<file path="src/rtl/sine_table.mem">
// one 12-bit two's complement sine sample per line, table index 0 to 63
000
0C9
18F
252
30F
3C5
471
513
5A7
62E
6A6
70D
763
7A7
7D8
7F5
7FF
7F5
7D8
7A7
763
70D
6A6
62E
5A7
513
471
3C5
30F
252
18F
0C9
000
F37
E71
DAE
CF1
C3B
B8F
AED
A59
9D2
95A
8F3
89D
859
828
80B
801
80B
828
859
89D
8F3
95A
9D2
A59
AED
B8F
C3B
CF1
DAE
E71
F37

</file>
<file path="src/rtl/dds_pkg.sv">
package dds_pkg;

   //////////////////////////////////////////////////////////////////////
   // widths and constants
   //////////////////////////////////////////////////////////////////////

   localparam int phase_w          = 32;
   localparam int sample_w         = 12;
   localparam int table_aw         = 6;  // top phase bits into the sine rom
   localparam int table_depth      = 2 ** table_aw;
   localparam int lfsr_w           = 5;
   localparam int lfsr_tick_cycles = 50;  // short for sim, slow clock on the board
   localparam int lfsr_tick_w      = $clog2(lfsr_tick_cycles);
   localparam int num_keys         = 17;
   localparam int key_code_w       = 5;

   typedef logic signed [sample_w-1:0] sample_t;

   localparam logic [table_aw-1:0] cos_offset = 6'd16;  // quarter period
   localparam sample_t ask_level = 12'sd258;
   localparam sample_t lfsr_mark = 12'h800;
   localparam sample_t square_hi = 12'h7FF;
   localparam sample_t square_lo = 12'h801;
   localparam logic [lfsr_w-1:0] lfsr_seed = 5'b00001;
   localparam string sine_file = "/design/src/rtl/sine_table.mem";

   //////////////////////////////////////////////////////////////////////
   // selectors and register map
   //////////////////////////////////////////////////////////////////////

   typedef enum logic [1:0] {SINE = 2'd0, COS = 2'd1, SAW = 2'd2, SQUARE = 2'd3} wave_sel_e;
   typedef enum logic [1:0] {ASK = 2'd0, BPSK = 2'd1, LFSR_SHOW = 2'd2, NONE = 2'd3} mod_sel_e;
   typedef enum logic {CFG_PHASE_INC = 1'b0, CFG_SELECT = 1'b1} cfg_addr_e;

   // select register layout
   typedef struct packed {
      logic [27:0] rsvd;
      mod_sel_e    mod_sel;
      wave_sel_e   wave_sel;
   } cfg_sel_t;

   // same data word, meaning depends on addr
   typedef union packed {
      logic [phase_w-1:0] freq;
      cfg_sel_t           sel;
   } cfg_word_u;

   typedef struct packed {
      cfg_addr_e addr;
      cfg_word_u word;
   } cfg_cmd_t;

   typedef struct packed {
      logic                  valid;
      logic                  brk;  // 1 = break, 0 = make
      logic [key_code_w-1:0] code;
   } kbd_event_t;

   typedef struct packed {
      logic [phase_w-1:0] phase_inc;
      wave_sel_e          wave_sel;
      mod_sel_e           mod_sel;
   } dds_ctrl_t;

endpackage

</file>
<file path="src/rtl/cfg_regs.sv">
`timescale 1ns/100ps

module cfg_regs (
   input  logic               CLK_25MHZ,
   input  logic               reset_from_key,
   input  logic               cfg_req,
   input  dds_pkg::cfg_cmd_t  cfg_cmd,
   output logic               cfg_ack,
   output dds_pkg::dds_ctrl_t dds_ctrl
);
   import dds_pkg::*;

   logic new_req;

   // req high with ack still low starts a write
   assign new_req = cfg_req & ~cfg_ack;

   //////////////////////////////////////////////////////////////////////
   // four-phase responder
   //////////////////////////////////////////////////////////////////////

   always_ff @(posedge CLK_25MHZ)
   begin
      if (reset_from_key)
      begin
         cfg_ack  <= 1'b0;
         dds_ctrl <= '0;
      end
      else
      begin
         if (new_req)
         begin
            cfg_ack <= 1'b1;  // value lands on the same edge
            case (cfg_cmd.addr)
               CFG_PHASE_INC:
               begin
                  dds_ctrl.phase_inc <= cfg_cmd.word.freq;
               end
               CFG_SELECT:
               begin
                  dds_ctrl.wave_sel <= cfg_cmd.word.sel.wave_sel;
                  dds_ctrl.mod_sel  <= cfg_cmd.word.sel.mod_sel;
               end
            endcase
         end
         else if (!cfg_req)
         begin
            cfg_ack <= 1'b0;  // host let go, close the cycle
         end
      end
   end

endmodule

</file>
<file path="src/rtl/dds_lab_top.sv">
`timescale 1ns/100ps

module dds_lab_top (
   input  logic                       CLK_25MHZ,
   input  logic                       reset_from_key,
   input  logic                       cfg_req,
   input  dds_pkg::cfg_cmd_t          cfg_cmd,
   input  dds_pkg::kbd_event_t        kbd_event,
   output logic                       cfg_ack,
   output dds_pkg::sample_t           sig_out,
   output dds_pkg::sample_t           mod_out,
   output logic [dds_pkg::num_keys-1:0] held_keys
);
   import dds_pkg::*;

   dds_ctrl_t dds_ctrl;
   sample_t   sin_wave;
   sample_t   cos_wave;
   sample_t   saw_wave;
   sample_t   squ_wave;
   logic      lfsr_bit;

   // host side register block
   cfg_regs u_cfg_regs (
      .CLK_25MHZ      (CLK_25MHZ),
      .reset_from_key (reset_from_key),
      .cfg_req        (cfg_req),
      .cfg_cmd        (cfg_cmd),
      .cfg_ack        (cfg_ack),
      .dds_ctrl       (dds_ctrl)
   );

   wave_gen u_wave_gen (
      .CLK_25MHZ      (CLK_25MHZ),
      .reset_from_key (reset_from_key),
      .phase_inc      (dds_ctrl.phase_inc),
      .sin_out        (sin_wave),
      .cos_out        (cos_wave),
      .saw_out        (saw_wave),
      .squ_out        (squ_wave)
   );

   lfsr_gen u_lfsr_gen (
      .CLK_25MHZ      (CLK_25MHZ),
      .reset_from_key (reset_from_key),
      .lfsr_bit       (lfsr_bit)
   );

   modulator u_modulator (
      .CLK_25MHZ      (CLK_25MHZ),
      .reset_from_key (reset_from_key),
      .sin_in         (sin_wave),
      .cos_in         (cos_wave),
      .saw_in         (saw_wave),
      .squ_in         (squ_wave),
      .lfsr_bit       (lfsr_bit),
      .wave_sel       (dds_ctrl.wave_sel),
      .mod_sel        (dds_ctrl.mod_sel),
      .sig_out        (sig_out),
      .mod_out        (mod_out)
   );

   key_hold_tracker u_key_hold_tracker (
      .CLK_25MHZ      (CLK_25MHZ),
      .reset_from_key (reset_from_key),
      .kbd_event      (kbd_event),
      .held_keys      (held_keys)
   );

endmodule

</file>
<file path="src/rtl/key_hold_tracker.sv">
`timescale 1ns/100ps

module key_hold_tracker (
   input  logic                         CLK_25MHZ,
   input  logic                         reset_from_key,
   input  dds_pkg::kbd_event_t          kbd_event,
   output logic [dds_pkg::num_keys-1:0] held_keys
);
   import dds_pkg::*;

   logic code_ok;

   // codes past the last tracked key are dropped
   assign code_ok = (kbd_event.code < key_code_w'(num_keys));

   always_ff @(posedge CLK_25MHZ)
   begin
      if (reset_from_key)
      begin
         held_keys <= '0;
      end
      else if (kbd_event.valid && code_ok)
      begin
         held_keys[kbd_event.code] <= ~kbd_event.brk;  // make sets, break clears
      end
   end

endmodule

</file>
<file path="src/rtl/lfsr_gen.sv">
`timescale 1ns/100ps

module lfsr_gen (
   input  logic CLK_25MHZ,
   input  logic reset_from_key,
   output logic lfsr_bit
);
   import dds_pkg::*;

   logic [lfsr_tick_w-1:0] tick_cnt;
   logic                   tick;
   logic [lfsr_w-1:0]      lfsr_q;

   // stands in for the old slow clock
   assign tick = (tick_cnt == lfsr_tick_w'(lfsr_tick_cycles - 1));

   always_ff @(posedge CLK_25MHZ)
   begin
      if (reset_from_key)
         tick_cnt <= '0;
      else if (tick)
         tick_cnt <= '0;
      else
         tick_cnt <= tick_cnt + 1'b1;
   end

   // x^5 + x^3 + 1, 31 states
   always_ff @(posedge CLK_25MHZ)
   begin
      if (reset_from_key)
         lfsr_q <= lfsr_seed;
      else if (tick)
         lfsr_q <= {lfsr_q[lfsr_w-2:0], lfsr_q[4] ^ lfsr_q[2]};
   end

   assign lfsr_bit = lfsr_q[0];

endmodule

</file>
<file path="src/rtl/modulator.sv">
`timescale 1ns/100ps

module modulator (
   input  logic               CLK_25MHZ,
   input  logic               reset_from_key,
   input  dds_pkg::sample_t   sin_in,
   input  dds_pkg::sample_t   cos_in,
   input  dds_pkg::sample_t   saw_in,
   input  dds_pkg::sample_t   squ_in,
   input  logic               lfsr_bit,
   input  dds_pkg::wave_sel_e wave_sel,
   input  dds_pkg::mod_sel_e  mod_sel,
   output dds_pkg::sample_t   sig_out,
   output dds_pkg::sample_t   mod_out
);
   import dds_pkg::*;

   sample_t sel_wave;
   sample_t mod_word;

   //////////////////////////////////////////////////////////////////////
   // wave and modulation select
   //////////////////////////////////////////////////////////////////////

   always_comb
   begin
      case (wave_sel)
         SINE:    sel_wave = sin_in;
         COS:     sel_wave = cos_in;
         SAW:     sel_wave = saw_in;
         default: sel_wave = squ_in;
      endcase
   end

   always_comb
   begin
      case (mod_sel)
         ASK:       mod_word = lfsr_bit ? ask_level : '0;
         BPSK:      mod_word = lfsr_bit ? -sel_wave : sel_wave;  // phase flip on 1
         LFSR_SHOW: mod_word = lfsr_bit ? lfsr_mark : '0;
         default:   mod_word = '0;
      endcase
   end

   always_ff @(posedge CLK_25MHZ)
   begin
      if (reset_from_key)
      begin
         sig_out <= '0;
         mod_out <= '0;
      end
      else
      begin
         sig_out <= sel_wave;
         mod_out <= mod_word;
      end
   end

endmodule

</file>
<file path="src/rtl/wave_gen.sv">
`timescale 1ns/100ps

module wave_gen (
   input  logic                        CLK_25MHZ,
   input  logic                        reset_from_key,
   input  logic [dds_pkg::phase_w-1:0] phase_inc,
   output dds_pkg::sample_t            sin_out,
   output dds_pkg::sample_t            cos_out,
   output dds_pkg::sample_t            saw_out,
   output dds_pkg::sample_t            squ_out
);
   import dds_pkg::*;

   logic [phase_w-1:0]  phase_acc;
   logic [table_aw-1:0] sin_idx;
   logic [table_aw-1:0] cos_idx;
   sample_t             sine_rom [0:table_depth-1];  // one full period

   initial
   begin
      $readmemh(sine_file, sine_rom);
   end

   assign sin_idx = phase_acc[phase_w-1 -: table_aw];
   assign cos_idx = sin_idx + cos_offset;  // wraps mod 64

   //////////////////////////////////////////////////////////////////////
   // phase accumulator
   //////////////////////////////////////////////////////////////////////

   always_ff @(posedge CLK_25MHZ)
   begin
      if (reset_from_key)
         phase_acc <= '0;
      else
         phase_acc <= phase_acc + phase_inc;
   end

   // samples trail the accumulator by one clock
   always_ff @(posedge CLK_25MHZ)
   begin
      if (reset_from_key)
      begin
         sin_out <= '0;
         cos_out <= '0;
         saw_out <= '0;
         squ_out <= '0;
      end
      else
      begin
         sin_out <= sine_rom[sin_idx];
         cos_out <= sine_rom[cos_idx];
         saw_out <= phase_acc[phase_w-1 -: sample_w];  // top 12 bits as a ramp
         squ_out <= phase_acc[phase_w-1] ? square_lo : square_hi;
      end
   end

endmodule

</file>
<file path="config.mk">
export PLATFORM = sky130hd
export DESIGN_NAME = dds_lab_top
export DESIGN_NICKNAME = d
export VERILOG_FILES = /design/src/rtl/dds_pkg.sv /design/src/rtl/cfg_regs.sv /design/src/rtl/dds_lab_top.sv /design/src/rtl/key_hold_tracker.sv /design/src/rtl/lfsr_gen.sv /design/src/rtl/modulator.sv /design/src/rtl/wave_gen.sv
export SDC_FILE = /design/constraint.sdc
export NUM_CORES = 1
export LEC_CHECK = 0
export BUFFER_PORTS_ARGS = -buffer_cell sky130_fd_sc_hd__clkbuf_2
export CORE_MARGIN = 2
export CORE_UTILIZATION = 25
export DETAILED_ROUTE_END_ITERATION = 7
export GPL_TIMING_DRIVEN = 1
export PLACE_DENSITY_LB_ADDON = 0.2
export SETUP_SLACK_MARGIN = 0.2
export SLEW_MARGIN = 20
export SYNTH_ARGS = -nofsm -noshare
export SYNTH_HDL_FRONTEND = slang
export SYNTH_SLANG_ARGS = --single-unit
</file>
<file path="constraint.sdc">
create_clock -name CLK_25MHZ -period 3 [get_ports CLK_25MHZ]
set_clock_uncertainty 0.1 [all_clocks]
set_input_delay 0.6 -clock CLK_25MHZ [delete_from_list [all_inputs] [get_ports CLK_25MHZ]]
set_output_delay 0.6 -clock CLK_25MHZ [all_outputs]
set_load 0.01 [all_outputs]
</file>
---- After elaboration in Yosys (flattened, before gate mapping) ----
Cells that the tools add are included.
word-level totals
  bits of input ports ..................... 43
  word-level logic and storage cells ...... 49
  bits in registers ....................... 169
  output and inout bits ................... 42
operators by class
  equal/unequal tests ..................... 6
  mux-type cells .......................... 11
  $lt $le $gt $ge ......................... 3
  bitwise operators ....................... 5
  add/sub/neg operators ................... 3
  reductions and logical operators ........ 7
operator list
  kind                                                               count
  case mux 12 bit (3 select lines)                                   2
  2-to-1 mux 12 bit                                                  3
  adder 32 bit                                                       1
  bitwise mux 17 bit                                                 1
  negation 12 bit                                                    1
  2-to-1 mux 9 bit                                                   1
  adder 6 x 1 -> 6 bit, second input constant                        1
  equality test 6 bit, second input constant                         1
  less-than comparator 5 x 6 -> 1 bit, second input constant         1
  demux 1 bit (select 5 bit)                                         1
  greater-or-equal comparator 5 x 1 -> 1 bit, second input constant  1
  less-than comparator 5 bit, second input constant                  1
  equality test 2 x 1 -> 1 bit, second input constant                2
  equality test 2 bit, second input constant                         2
  zero test 2 bit                                                    2
  AND reduction 2 bit                                                2
  2-to-1 mux 1 bit                                                   3
  NOT 1 bit                                                          3
  logical AND 1 bit                                                  2
  != test 2 x 1 -> 1 bit, second input constant                      1
  OR reduction 2 bit                                                 1
  AND 1 bit                                                          1
  XOR 1 bit                                                          1

---- Longest topological paths before layout ----
Gate-level depths: netlist (run 1).
  depth in word-level cells ............... 5
  depth in mapped cells ................... 10

---- By module ----
Synthesis (run 1) repeated with hierarchy kept, for this count alone.
unflattened totals
  cells, all modules ...................... 749
  area, all modules ....................... 7219.4 um^2
modules (own cells, without submodules)
  module            instances  cells an instance  area an instance (um^2)
  wave_gen          1          354                3081.7
  cfg_regs          1          155                1655.3
  modulator         1          120                1290.0
  key_hold_tracker  1          71                 721.9
  lfsr_gen          1          49                 470.5

---- Worst setup path before layout (run 1) ----
OpenSTA, ideal clock, no wires.
  kind .................................... register -> register
  start point ............................. register, netlist name u_cfg_regs.dds_ctrl[4]
  end point ............................... register u_wave_gen.phase_acc[24]
  library setup time ...................... 123 ps
  cell stages (with the launch flop) ...... 10
  arrival time ............................ 2545 ps
  required time ........................... 2777 ps
  setup slack ............................. 232 ps
  cells stage by stage .................... dfxtp_1 > ha_1 > fa_1 > a21oi_1 > o2bb2ai_1 > o311a_1 > o41a_1 > a21oi_2 > o31a_1 > mux2_1
between the ends
  word-level cells in the longest chain between the ends .. 1
ends and longest elaborated chain
  element               RTL line        RTL
  adder 32 bit          wave_gen.sv:36  phase_acc <= phase_acc + phase_inc;
  to (signal assigned)  wave_gen.sv:36
  to (decl)             wave_gen.sv:14  logic [phase_w-1:0] phase_acc;
Every way passes these cells.
A chain may end at the register's enable or synchronous reset.

---- Worst setup path in the final report (run 1) ----
  start point ............................. register, netlist name u_cfg_regs.dds_ctrl[4]
  end point ............................... register u_wave_gen.phase_acc[30]
between the ends
  word-level cells in the longest chain between the ends .. 1
ends and longest elaborated chain
  element       RTL line
  adder 32 bit  wave_gen.sv:36
Every way passes these cells.

==> results of run 1 <==
layout make-up:
| type | count | area share (%) |
|---|---|---|
| sequential | 135 | 35.1 |
| inverter | 14 | 0.683 |
| tap | 324 | 5.27 |
| timing repair buffer | 100 | 7.22 |
| multi-input combinational | 559 | 44.0 |
| clock buffer | 17 | 5.53 |
| clock inverter | 15 | 2.13 |
metrics by stage:
stage	util (%)	power (mW)	setup WS [ns]
floorplan	-	2.19	0.232
global placement	28.7	2.31	0.0920
detailed placement	28.7	2.31	0.00754
CTS	31.3	4.44	0.203
global route	31.6	4.58	0.174
finish	31.6	4.37	0.300
registers in the layout, summed over array words and instances (netlist names):
| register | cells |
|---|---|
| u_modulator.sig_out | 12 |
| u_wave_gen.phase_acc | 32 |
| u_modulator.mod_out | 12 |
| u_lfsr_gen.tick_cnt | 6 |
| u_wave_gen.squ_out | 3 |
| u_wave_gen.saw_out | 11 |
| u_lfsr_gen.lfsr_q | 5 |
| u_cfg_regs.cfg_ack | 1 |
| u_cfg_regs.dds_ctrl | 36 |
| u_key_hold_tracker.held_keys | 17 |
repair_timing:
item,4_1_cts,5_1_grt
pin swaps,7,9
buffers inserted,3,4
resized for setup,3,9
setup endpoints to repair,4,5
final timing paths:
check,from,end,slack [ns],depth (start not counted)
hold reg to reg,u_wave_gen.phase_acc[31],u_wave_gen.squ_out[10],0.36,1
setup reg to reg,u_cfg_regs.dds_ctrl[4],u_wave_gen.phase_acc[30],0.30,9
setup / recovery,u_cfg_regs.dds_ctrl[4],u_wave_gen.phase_acc[30],0.30,9
hold / removal,cfg_cmd[27],u_cfg_regs.dds_ctrl[31],0.29,3
power breakdown:
part | leakage [nW] | internal (mW) | switching (mW)
clock network | 0.291 | 1.24 | 0.855
logic | 1.79 | 0.152 | 0.218
registers | 1.10 | 1.86 | 0.0444
cells by family after synthesis:
group / count (synthesis)
buf+inv: 47
fa+ha+maj: 35
compound gates: 184
xor+xnor: 33
mux: 16
simple gates: 291
flops: 135
cell usage in the layout, fill, tap and decap left out, drive strengths merged, types with 4 or more instances in the layout:
master and count:
clkbuf 100, a21o 11, inv 20, xor2 14
or2 6, a211oi 24, nor2b 27, buf 17
ha 34, o21bai 7, xnor2 19, o21ai 33
nand4 4, a31oi 6, clkinv 6, nand3 15
nor3 11, mux2 8, a21oi 74, o211ai 4
dfxtp 135, nor2 114, nand2 94, o31a 4
mux2i 8
metal layers:
layer  vias up  global-route usage, %  wire length (um)
li1       2737                      -                 -
met1      2388                   16.5              7870
met2        89                   19.0              6790
met3        15                   3.27               650
met4         0                   3.62               190
met5         -                      0                 0
worst max-delay path, stage by stage (launching register included):
cell and delay, ns:
sky130_fd_sc_hd__dfxtp_2 0.33, sky130_fd_sc_hd__ha_4 0.16, sky130_fd_sc_hd__fa_2 0.35, sky130_fd_sc_hd__a21oi_2 0.16, sky130_fd_sc_hd__o2bb2ai_2 0.08, sky130_fd_sc_hd__o311a_4 0.33, sky130_fd_sc_hd__a41oi_2 0.24, sky130_fd_sc_hd__o211ai_1 0.21
sky130_fd_sc_hd__a41oi_1 0.29, sky130_fd_sc_hd__mux2_1 0.34
==> impl_metrics.xml, run 1 <==
<?xml version="1.0" encoding="UTF-8"?>
<metrics>
  <group name="placement">
    <metric name="placement.cell_area" unit="um2">7010</metric>
    <metric name="gp_congestion" unit="">0.782</metric>
    <metric name="post-dp-hpwl" unit="um">11300</metric>
    <metric name="place.port_buffers" unit="">84</metric>
    <metric name="placedCellCount" unit="">1125</metric>
  </group>
  <group name="sta">
    <metric name="setup_viol" unit="">0</metric>
    <metric name="number_of_max_slew_violations_in_the_final_report" unit="">0</metric>
    <metric name="timing.final.crit_period" unit="ns">2.70</metric>
    <metric name="timing_worst_slew_pin_value" unit="ns">0.786</metric>
    <metric name="grt_setup_unrepaired" unit="">true</metric>
    <metric name="holdWs" unit="ns">0.292</metric>
    <metric name="finalHoldViolations" unit="">0</metric>
    <metric name="totalNegativeSetupSlack" unit="ns">0</metric>
    <metric name="final_min_period_over_clock_period" unit="%">90.0</metric>
    <metric name="fmax" unit="GHz">0.370</metric>
    <metric name="max_slew_headroom_at_the_worst_pin" unit="%">47.6</metric>
  </group>
  <group name="routing">
    <metric name="dr_total_vias" unit="">5229</metric>
    <metric name="post_drt_wl_per_cell" unit="um">13.3</metric>
    <metric name="routed_wl" unit="um">15500</metric>
    <metric name="detail-route-antenna-nets" unit="">0</metric>
    <metric name="firstDrtPassIters" unit="">4</metric>
    <metric name="drcViolationCount" unit="">0</metric>
    <metric name="iteration_0_drc_markers" unit="">264</metric>
    <metric name="vias_per_cell" unit="">4.49</metric>
  </group>
  <group name="critical_path">
    <metric name="worst-endpoint-arrival" unit="ns">2.91</metric>
    <metric name="timing.critical_path.to_type" unit="">register</metric>
    <metric name="cp-start-kind" unit="">register</metric>
    <metric name="timing.critical_path.required" unit="ns">3.21</metric>
    <metric name="max_fo_critical_path" unit="">4</metric>
    <metric name="timing.setup.critical_path_class" unit="">register to register</metric>
  </group>
  <group name="yosys">
    <metric name="synth_area_leader_cell" unit="">sky130_fd_sc_hd__dfxtp_1</metric>
    <metric name="ys_seq_elements" unit="">135</metric>
    <metric name="combinational_family_with_the_most_area_after_synthesis" unit="">simple AND/OR/NAND/NOR gates</metric>
    <metric name="ys_top_cells_by_count" unit="">sky130_fd_sc_hd__dfxtp_1 (135), sky130_fd_sc_hd__nor2_1 (114), sky130_fd_sc_hd__nand2_1 (94), sky130_fd_sc_hd__a21oi_1 (73), sky130_fd_sc_hd__ha_1 (34)</metric>
    <metric name="synthSimpleGateAreaFrac" unit="%">20.6</metric>
    <metric name="synth-adder-area-share" unit="%">7.16</metric>
    <metric name="synth.yosys.seq_area_share" unit="%">43.5</metric>
    <metric name="synth_async_sr_flop_share" unit="%">0</metric>
    <metric name="post_synth.cell_area_avg" unit="um2">8.39</metric>
    <metric name="number_of_warnings_reported_in_the_yosys_synthesis_log" unit="">0</metric>
    <metric name="yosys.cell_types.count" unit="">53</metric>
    <metric name="post_synth_main_area_contributors" unit="">sky130_fd_sc_hd__dfxtp_1 (43%), sky130_fd_sc_hd__nor2_1 (6.9%), sky130_fd_sc_hd__ha_1 (6.8%)</metric>
    <metric name="synth_most_common_cell" unit="">sky130_fd_sc_hd__dfxtp_1</metric>
    <metric name="synth_compound_gate_area_share" unit="%">18.5</metric>
    <metric name="post_synth_instance_area" unit="um2">6220</metric>
    <metric name="share_of_the_synthesized_netlist_area_taken_by_xor_and_xnor_gates" unit="%">4.65</metric>
    <metric name="synth_edf_count" unit="">0</metric>
    <metric name="postSynth.topFlopCell" unit="">sky130_fd_sc_hd__dfxtp_1</metric>
    <metric name="synth_cells" unit="">741</metric>
    <metric name="mappedNetlistNets" unit="">819</metric>
    <metric name="share_of_synthesized_area_spent_on_multiplexers" unit="%">2.74</metric>
    <metric name="yosysTopAreaCellShare" unit="%">43.5</metric>
  </group>
  <group name="clock_tree">
    <metric name="root_buffer" unit="">sky130_fd_sc_hd__clkbuf_16</metric>
    <metric name="tritoncts_num_sinks" unit="">135</metric>
    <metric name="clkTransAtPathRegs" unit="ns">0.06</metric>
    <metric name="cts_max_path_buffers" unit="">2</metric>
    <metric name="postCtsHoldBufs" unit="">0</metric>
    <metric name="tritoncts.num_buffers" unit="">17</metric>
    <metric name="tritoncts_clock_tree" unit="">yes</metric>
    <metric name="h-tree-depth" unit="">4</metric>
    <metric name="insertion_delay" unit="ns">0.42</metric>
  </group>
  <group name="power">
    <metric name="power.leakage" unit="nW">3.18</metric>
    <metric name="peak_supply_drop" unit="uV">248</metric>
    <metric name="powerDensity" unit="nW/um2">568</metric>
  </group>
  <group name="cells_and_area">
    <metric name="n_antenna_cell" unit="">0</metric>
    <metric name="register_area" unit="um2">2710</metric>
    <metric name="final_net_count" unit="">905</metric>
    <metric name="final_layout_size_suffix_gt1_share" unit="%">18.8</metric>
    <metric name="final_cells" unit="">1164</metric>
    <metric name="multiInputGateArea" unit="um2">3390</metric>
    <metric name="post-route-cell-area" unit="um2">7700</metric>
    <metric name="n_fill_cell" unit="">2659</metric>
    <metric name="layout-area-overhead-vs-synth" unit="%">23.8</metric>
  </group>
  <group name="global_route">
    <metric name="grt_max_degree" unit="">44</metric>
    <metric name="globalRoute.totalOverflow" unit="">0</metric>
    <metric name="first_global_vias" unit="">5032</metric>
    <metric name="grt_use_total" unit="%">12.2</metric>
    <metric name="grt_pass1_wl" unit="um">25500</metric>
    <metric name="grt_antenna_before_repair" unit="">0</metric>
  </group>
  <group name="floorplanning">
    <metric name="core_area" unit="um2">24400</metric>
    <metric name="floorplan.die_area" unit="um2">26200</metric>
    <metric name="die_height" unit="um">162</metric>
    <metric name="fp-row-count" unit="">57</metric>
    <metric name="boundaryPins" unit="">85</metric>
    <metric name="dieWidth" unit="um">162</metric>
    <metric name="initial_core_util" unit="%">25.5</metric>
  </group>
  <group name="run_status">
    <metric name="run_status" unit="">finished, final reports clean</metric>
  </group>
  <group name="hold_path">
    <metric name="hold_path.class" unit="">primary input to register</metric>
  </group>
  <group name="run">
    <metric name="timing.max_cap.violations" unit="">0</metric>
  </group>
</metrics>
Note: power is estimated with default switching activity, not from simulation.
==> inputs of run 2 (changes only) <==
- CORE_UTILIZATION: 25 -> 42
==> run 2 against run 1 <==
- clock power increased by 8%
- flip-flop and latch count unchanged
- register-to-register slack got worse by 0.19 ns
- critical path depth unchanged
- fmax decreased by 6.5%
- via count increased by 2.6%
- final cell count decreased by 12%
- non-clock buffer count decreased by 4
- wire length decreased by 9.9%
==> impl_metrics.xml, run 2 (same netlist as run 1, synthesis figures left out) <==
<?xml version="1.0" encoding="UTF-8"?>
<metrics>
  <group name="run_status">
    <metric name="run_status" unit="">finished, final reports clean</metric>
  </group>
  <group name="critical_path">
    <metric name="timing.critical_path.cells" unit="">ha_4 &gt; fa_2 &gt; a21oi_2 &gt; o2bb2ai_2 &gt; o311a_1 &gt; o41a_1 &gt; a21oi_2 &gt; o31a_1 &gt; mux2_4</metric>
    <metric name="timing.setup.critical_path_class" unit="">register to register</metric>
    <metric name="timing.critical_path.max_delay_family" unit="">compound AO/OA/AOI/OAI gates</metric>
    <metric name="critical-path-top-cell-by-count" unit="">sky130_fd_sc_hd__a21oi_2</metric>
    <metric name="timing.critical_path.required" unit="ns">3.21</metric>
    <metric name="max_fo_critical_path" unit="">3</metric>
    <metric name="master_of_the_slowest_instance_on_the_critical_path" unit="">sky130_fd_sc_hd__o41a_1</metric>
    <metric name="cp-start-kind" unit="">register</metric>
    <metric name="worst-endpoint-arrival" unit="ns">3.09</metric>
    <metric name="cp_num_buf_inv" unit="">0</metric>
    <metric name="timing.critical_path.to_type" unit="">register</metric>
    <metric name="cpPeakStageDelay" unit="ns">0.47</metric>
  </group>
  <group name="placement">
    <metric name="place.port_buffers" unit="">84</metric>
    <metric name="gp_congestion" unit="">0.929</metric>
    <metric name="placement.cell_area" unit="um2">6820</metric>
    <metric name="post-dp-hpwl" unit="um">9990</metric>
    <metric name="pre_cts_slack" unit="ns">0.0228</metric>
  </group>
  <group name="cells_and_area">
    <metric name="n_antenna_cell" unit="">0</metric>
    <metric name="largest_reg_flops" unit="">36</metric>
    <metric name="layout-area-overhead-vs-synth" unit="%">21.2</metric>
    <metric name="n_fill_cell" unit="">1364</metric>
    <metric name="final_net_count" unit="">901</metric>
    <metric name="multiInputGateArea" unit="um2">3380</metric>
    <metric name="regMostFlops" unit="">u_cfg_regs.dds_ctrl</metric>
    <metric name="final_layout_size_suffix_gt1_share" unit="%">18.0</metric>
    <metric name="mostFrequentLayoutCells" unit="">sky130_fd_sc_hd__dfxtp_1 (134), sky130_fd_sc_hd__nor2_1 (114), sky130_fd_sc_hd__nand2_1 (94), sky130_fd_sc_hd__clkbuf_2 (83), sky130_fd_sc_hd__a21oi_1 (71)</metric>
    <metric name="post-route-cell-area" unit="um2">7540</metric>
    <metric name="layout.cells.most_common" unit="">sky130_fd_sc_hd__dfxtp_1</metric>
    <metric name="register_area" unit="um2">2700</metric>
    <metric name="biggestRegsByFlops" unit="">u_cfg_regs.dds_ctrl (36), u_wave_gen.phase_acc (32), u_key_hold_tracker.held_keys (17)</metric>
  </group>
  <group name="run">
    <metric name="timing.max_cap.violations" unit="">0</metric>
  </group>
  <group name="power">
    <metric name="powerDensity" unit="nW/um2">599</metric>
    <metric name="power.leakage" unit="nW">3.20</metric>
    <metric name="peak_supply_drop" unit="uV">402</metric>
    <metric name="power.total" unit="mW">4.52</metric>
  </group>
  <group name="global_route">
    <metric name="globalRoute.totalOverflow" unit="">0</metric>
    <metric name="grt_max_degree" unit="">77</metric>
    <metric name="grt_antenna_before_repair" unit="">0</metric>
    <metric name="first_global_vias" unit="">5073</metric>
    <metric name="grt_pass1_wl" unit="um">23600</metric>
    <metric name="grt_use_total" unit="%">18.1</metric>
  </group>
  <group name="floorplanning">
    <metric name="fp-row-count" unit="">44</metric>
    <metric name="floorplan.die_area" unit="um2">15800</metric>
    <metric name="core_area" unit="um2">14500</metric>
    <metric name="initial_core_util" unit="%">42.9</metric>
    <metric name="boundaryPins" unit="">85</metric>
    <metric name="dieWidth" unit="um">126</metric>
    <metric name="die_height" unit="um">126</metric>
  </group>
  <group name="sta">
    <metric name="timing.final.crit_period" unit="ns">2.89</metric>
    <metric name="timing.final.ws_setup" unit="ns">0.113</metric>
    <metric name="holdWs" unit="ns">0.299</metric>
    <metric name="setup_viol" unit="">0</metric>
    <metric name="timing_worst_slew_pin_value" unit="ns">0.741</metric>
    <metric name="finalHoldViolations" unit="">0</metric>
    <metric name="totalNegativeSetupSlack" unit="ns">0</metric>
    <metric name="grt_setup_unrepaired" unit="">true</metric>
    <metric name="fmax" unit="GHz">0.346</metric>
    <metric name="number_of_max_slew_violations_in_the_final_report" unit="">0</metric>
    <metric name="final_min_period_over_clock_period" unit="%">96.2</metric>
    <metric name="max_slew_headroom_at_the_worst_pin" unit="%">50.6</metric>
  </group>
  <group name="clock_tree">
    <metric name="root_buffer" unit="">sky130_fd_sc_hd__clkbuf_16</metric>
    <metric name="tritoncts.num_buffers" unit="">17</metric>
    <metric name="insertion_delay" unit="ns">0.42</metric>
    <metric name="h-tree-depth" unit="">4</metric>
    <metric name="tritoncts_num_sinks" unit="">135</metric>
    <metric name="cts_max_path_buffers" unit="">2</metric>
    <metric name="tritoncts_clock_tree" unit="">yes</metric>
    <metric name="clkTransAtPathRegs" unit="ns">0.06</metric>
  </group>
  <group name="routing">
    <metric name="post_drt_wl_per_cell" unit="um">13.7</metric>
    <metric name="firstDrtPassIters" unit="">5</metric>
    <metric name="routed_wl" unit="um">14000</metric>
    <metric name="drcViolationCount" unit="">0</metric>
    <metric name="dr_total_vias" unit="">5367</metric>
    <metric name="vias_per_cell" unit="">5.27</metric>
    <metric name="detail-route-antenna-nets" unit="">0</metric>
    <metric name="iteration_0_drc_markers" unit="">397</metric>
  </group>
  <group name="hold_path">
    <metric name="hold_path.class" unit="">primary input to register</metric>
  </group>
</metrics>
run 2: cell count changes in the layout (fill, tap and decap cells not counted), sizes merged:
cell | before | now
buf | 17 | 13
bufinv | 2 | 5
clkbuf | 100 | 102
clkinv | 6 | 5
inv | 20 | 15
run 2: routing by layer:
metal  track usage, %  share of wire (%)  wire length, um  up-vias
li1                 -                  -                -     2736
met1             23.0                 47             6560     2472
met2             29.4                 47             6600      135
met3             4.76                4.3              596       24
met4             7.39                1.6              221        0
met5                0                  0                0        -
run 2: repair_timing:
item                       CTS  global route
pin swaps                    3            11
hold endpoints to repair     0             0
setup buffers                2             3
resized for setup            2             7
hold buffers                 0             0
setup endpoints to repair    4             5
run 2: area by class of cell:
type | instances | area share [%]
multi-input combinational | 559 | 44.9
sequential | 135 | 35.9
timing repair buffer | 96 | 6.97
clock buffer | 19 | 5.88
tap | 184 | 3.05
clock inverter | 12 | 2.64
inverter | 14 | 0.697
run 2: report_power, final:
group	total [mW]	leakage (nW)	internal (mW)	switching, mW
combinational	0.363	1.79	0.150	0.214
clock	2.25	0.313	1.49	0.757
sequential	1.90	1.10	1.86	0.0425
total	4.52	3.20	3.50	1.01
run 2: worst reg2reg max path, stage by stage, from the launching register on:
cell	delay, ns
sky130_fd_sc_hd__dfxtp_1	0.33
sky130_fd_sc_hd__ha_4	0.17
sky130_fd_sc_hd__fa_2	0.38
sky130_fd_sc_hd__a21oi_2	0.19
sky130_fd_sc_hd__o2bb2ai_2	0.09
sky130_fd_sc_hd__o311a_1	0.39
sky130_fd_sc_hd__o41a_1	0.47
sky130_fd_sc_hd__a21oi_2	0.18
sky130_fd_sc_hd__o31a_1	0.18
sky130_fd_sc_hd__mux2_4	0.30
run 2: through the flow:
step	cells	util (%)
4_1_cts	1016	51.7
3_3_place_gp	983	47.1
3_5_place_dp	983	47.1
5_1_grt	1019	52.0
2_1_floorplan	741	-
6_report	1019	52.0
run 2: path summary, 6_finish.rpt:
check | endpoint | cells after the start | start | slack [ns]
max | u_wave_gen.phase_acc[24] | 9 | u_wave_gen.phase_acc[0] | 0.11
min | u_cfg_regs.dds_ctrl[18] | 3 | cfg_cmd[14] | 0.30
max reg2reg | u_wave_gen.phase_acc[24] | 9 | u_wave_gen.phase_acc[0] | 0.11
min reg2reg | u_cfg_regs.dds_ctrl[8] | 2 | u_cfg_regs.dds_ctrl[8] | 0.36
==> inputs of run 3 (changes only) <==
- CTS_BUF_LIST: default -> sky130_fd_sc_hd__clkbuf_4 sky130_fd_sc_hd__clkbuf_8
==> run 3 against run 2 <==
- via count down 0.54%
- sequential power is essentially flat
- flip-flop and latch count stayed put
- clock power shrank 24%
- global-route usage down 0.22 points
- critical path depth did not move
- sequential share of layout area is 0.93 points higher
- design area shrank 2.5%
- largest cell class unchanged
- largest power group is now registers
- highest routed layer unchanged
==> impl_metrics.xml, run 3 (same netlist as run 1, synthesis figures left out) <==
<?xml version="1.0" encoding="UTF-8"?>
<metrics>
  <group name="global_route">
    <metric name="grt_use_total" unit="%">17.9</metric>
    <metric name="grt_pass1_wl" unit="um">23400</metric>
    <metric name="first_global_vias" unit="">5033</metric>
    <metric name="globalRoute.totalOverflow" unit="">0</metric>
    <metric name="grt_antenna_before_repair" unit="">0</metric>
    <metric name="grt_max_degree" unit="">77</metric>
  </group>
  <group name="power">
    <metric name="powerDensity" unit="nW/um2">539</metric>
    <metric name="power.leakage" unit="nW">3.11</metric>
    <metric name="peak_supply_drop" unit="uV">310</metric>
    <metric name="power.total" unit="mW">3.96</metric>
  </group>
  <group name="routing">
    <metric name="routed_wl" unit="um">14000</metric>
    <metric name="detail-route-antenna-nets" unit="">0</metric>
    <metric name="post_drt_wl_per_cell" unit="um">13.7</metric>
    <metric name="drcViolationCount" unit="">0</metric>
    <metric name="firstDrtPassIters" unit="">6</metric>
    <metric name="dr_total_vias" unit="">5338</metric>
    <metric name="vias_per_cell" unit="">5.24</metric>
    <metric name="iteration_0_drc_markers" unit="">352</metric>
  </group>
  <group name="critical_path">
    <metric name="timing.critical_path.required" unit="ns">3.23</metric>
    <metric name="setup.worst_path.start" unit="">u_cfg_regs.dds_ctrl[4]</metric>
    <metric name="r2r_cells" unit="">9</metric>
    <metric name="reg2reg_to" unit="">u_wave_gen.phase_acc[24]</metric>
    <metric name="cp-start-kind" unit="">register</metric>
    <metric name="max_fo_critical_path" unit="">3</metric>
    <metric name="rr_startpoint" unit="">u_cfg_regs.dds_ctrl[4]</metric>
    <metric name="timing.setup.critical_path_class" unit="">register to register</metric>
    <metric name="timing.critical_path.to_type" unit="">register</metric>
    <metric name="timing.reg2reg.setup_slack" unit="ns">0.1</metric>
    <metric name="worst-endpoint-arrival" unit="ns">3.14</metric>
  </group>
  <group name="cells_and_area">
    <metric name="n_antenna_cell" unit="">0</metric>
    <metric name="n_fill_cell" unit="">1381</metric>
    <metric name="biggestRegsByFlops" unit="">u_cfg_regs.dds_ctrl (36), u_wave_gen.phase_acc (32), u_key_hold_tracker.held_keys (17)</metric>
    <metric name="largest_reg_flops" unit="">36</metric>
    <metric name="mostFrequentLayoutCells" unit="">sky130_fd_sc_hd__dfxtp_1 (133), sky130_fd_sc_hd__nor2_1 (114), sky130_fd_sc_hd__nand2_1 (94), sky130_fd_sc_hd__clkbuf_2 (83), sky130_fd_sc_hd__a21oi_1 (71)</metric>
    <metric name="final_layout_size_suffix_gt1_share" unit="%">18.2</metric>
    <metric name="final_net_count" unit="">901</metric>
    <metric name="layout.cells.most_common" unit="">sky130_fd_sc_hd__dfxtp_1</metric>
    <metric name="regMostFlops" unit="">u_cfg_regs.dds_ctrl</metric>
    <metric name="layout-area-overhead-vs-synth" unit="%">18.2</metric>
    <metric name="final_cells" unit="">1019</metric>
    <metric name="finish.utilization" unit="%">50.8</metric>
    <metric name="post-route-cell-area" unit="um2">7350</metric>
  </group>
  <group name="sta">
    <metric name="fmax" unit="GHz">0.344</metric>
    <metric name="timing.final.ws_setup" unit="ns">0.0961</metric>
    <metric name="holdWs" unit="ns">0.275</metric>
    <metric name="max_slew_headroom_at_the_worst_pin" unit="%">51.0</metric>
    <metric name="setup_viol" unit="">0</metric>
    <metric name="timing_worst_slew_pin_value" unit="ns">0.735</metric>
    <metric name="totalNegativeSetupSlack" unit="ns">0</metric>
    <metric name="grt_setup_unrepaired" unit="">true</metric>
    <metric name="number_of_max_slew_violations_in_the_final_report" unit="">0</metric>
    <metric name="finalHoldViolations" unit="">0</metric>
    <metric name="timing.final.crit_period" unit="ns">2.90</metric>
    <metric name="final_min_period_over_clock_period" unit="%">96.8</metric>
  </group>
  <group name="placement">
    <metric name="pre_cts_slack" unit="ns">0.0228</metric>
    <metric name="placedCellCount" unit="">983</metric>
    <metric name="post-dp-hpwl" unit="um">9990</metric>
    <metric name="gp_congestion" unit="">0.929</metric>
    <metric name="placement.cell_area" unit="um2">6820</metric>
    <metric name="place.port_buffers" unit="">84</metric>
  </group>
  <group name="run_status">
    <metric name="run_status" unit="">finished, final reports clean</metric>
  </group>
  <group name="hold_path">
    <metric name="hold_path.class" unit="">primary input to register</metric>
    <metric name="timing.hold.worst.start" unit="">cfg_cmd[25]</metric>
    <metric name="hold-path-endpoint" unit="">u_cfg_regs.dds_ctrl[29]</metric>
    <metric name="whs_path_depth" unit="">3</metric>
  </group>
  <group name="floorplanning">
    <metric name="fp-row-count" unit="">44</metric>
    <metric name="die_height" unit="um">126</metric>
    <metric name="core_area" unit="um2">14500</metric>
    <metric name="floorplan.die_area" unit="um2">15800</metric>
    <metric name="boundaryPins" unit="">85</metric>
    <metric name="dieWidth" unit="um">126</metric>
    <metric name="initial_core_util" unit="%">42.9</metric>
  </group>
  <group name="clock_tree">
    <metric name="h-tree-depth" unit="">4</metric>
    <metric name="postCtsHoldBufs" unit="">0</metric>
    <metric name="root_buffer" unit="">sky130_fd_sc_hd__clkbuf_8</metric>
    <metric name="tritoncts.num_buffers" unit="">17</metric>
    <metric name="insertion_delay" unit="ns">0.44</metric>
    <metric name="tritoncts_clock_tree" unit="">yes</metric>
    <metric name="clkTransAtPathRegs" unit="ns">0.07</metric>
    <metric name="cts_max_path_buffers" unit="">2</metric>
    <metric name="tritoncts_num_sinks" unit="">135</metric>
  </group>
  <group name="run">
    <metric name="timing.max_cap.violations" unit="">0</metric>
  </group>
</metrics>
==> run 3: cell type report <==
class / count / area (um2) / area share, %
clock buffers: 19 / 255 / 3.47
clock inverters: 12 / 199 / 2.71
inverters: 14 / 52.6 / 0.715
multi-input cells: 559 / 3380 / 46.0
flip-flops and latches: 135 / 2710 / 36.8
well taps: 184 / 230 / 3.13
repair buffers: 96 / 526 / 7.15
==> run 3: worst max-delay path by stage <==
stage	cells past startpoint	to
after floorplan	9	u_wave_gen.phase_acc[24]
after global placement	9	u_wave_gen.phase_acc[24]
after detailed placement	9	u_wave_gen.phase_acc[24]
after CTS	9	u_wave_gen.phase_acc[24]
after global routing	9	u_wave_gen.phase_acc[24]
final	9	u_wave_gen.phase_acc[24]
==> run 3: layer usage <==
metal  track usage, %  vias up  share of wire (%)
met1             22.9     2468                 47
met4             7.78        0                1.4
li1                 -     2728                  -
met3             4.38       17                3.6
met5                0        -                  0
met2             28.8      125                 48
==> run 3: worst max-delay path: stages, from the launching register on <==
cell and delay, ns:
sky130_fd_sc_hd__dfxtp_2 0.34, sky130_fd_sc_hd__ha_4 0.16, sky130_fd_sc_hd__fa_2 0.38, sky130_fd_sc_hd__a21oi_2 0.21, sky130_fd_sc_hd__o2bb2ai_2 0.09, sky130_fd_sc_hd__o311a_1 0.39
sky130_fd_sc_hd__o41a_1 0.47, sky130_fd_sc_hd__a21oi_2 0.18, sky130_fd_sc_hd__o31a_1 0.18, sky130_fd_sc_hd__mux2_4 0.30
==> run 3: repair_timing <==
| item | 4_1_cts | 5_1_grt |
|---|---|---|
| setup endpoints to repair | 4 | 5 |
| pin swaps | 3 | 11 |
| gates resized for setup | 2 | 8 |
| setup buffers | 2 | 3 |
==> run 3: where the power goes <==
group          switching [mW]  total [mW]  internal (mW)  leakage (nW)
Sequential             0.0426        1.90           1.86          1.10
Combinational           0.213       0.363          0.150          1.79
Clock                   0.679        1.70           1.02         0.229
Total                   0.935        3.96           3.02          3.11
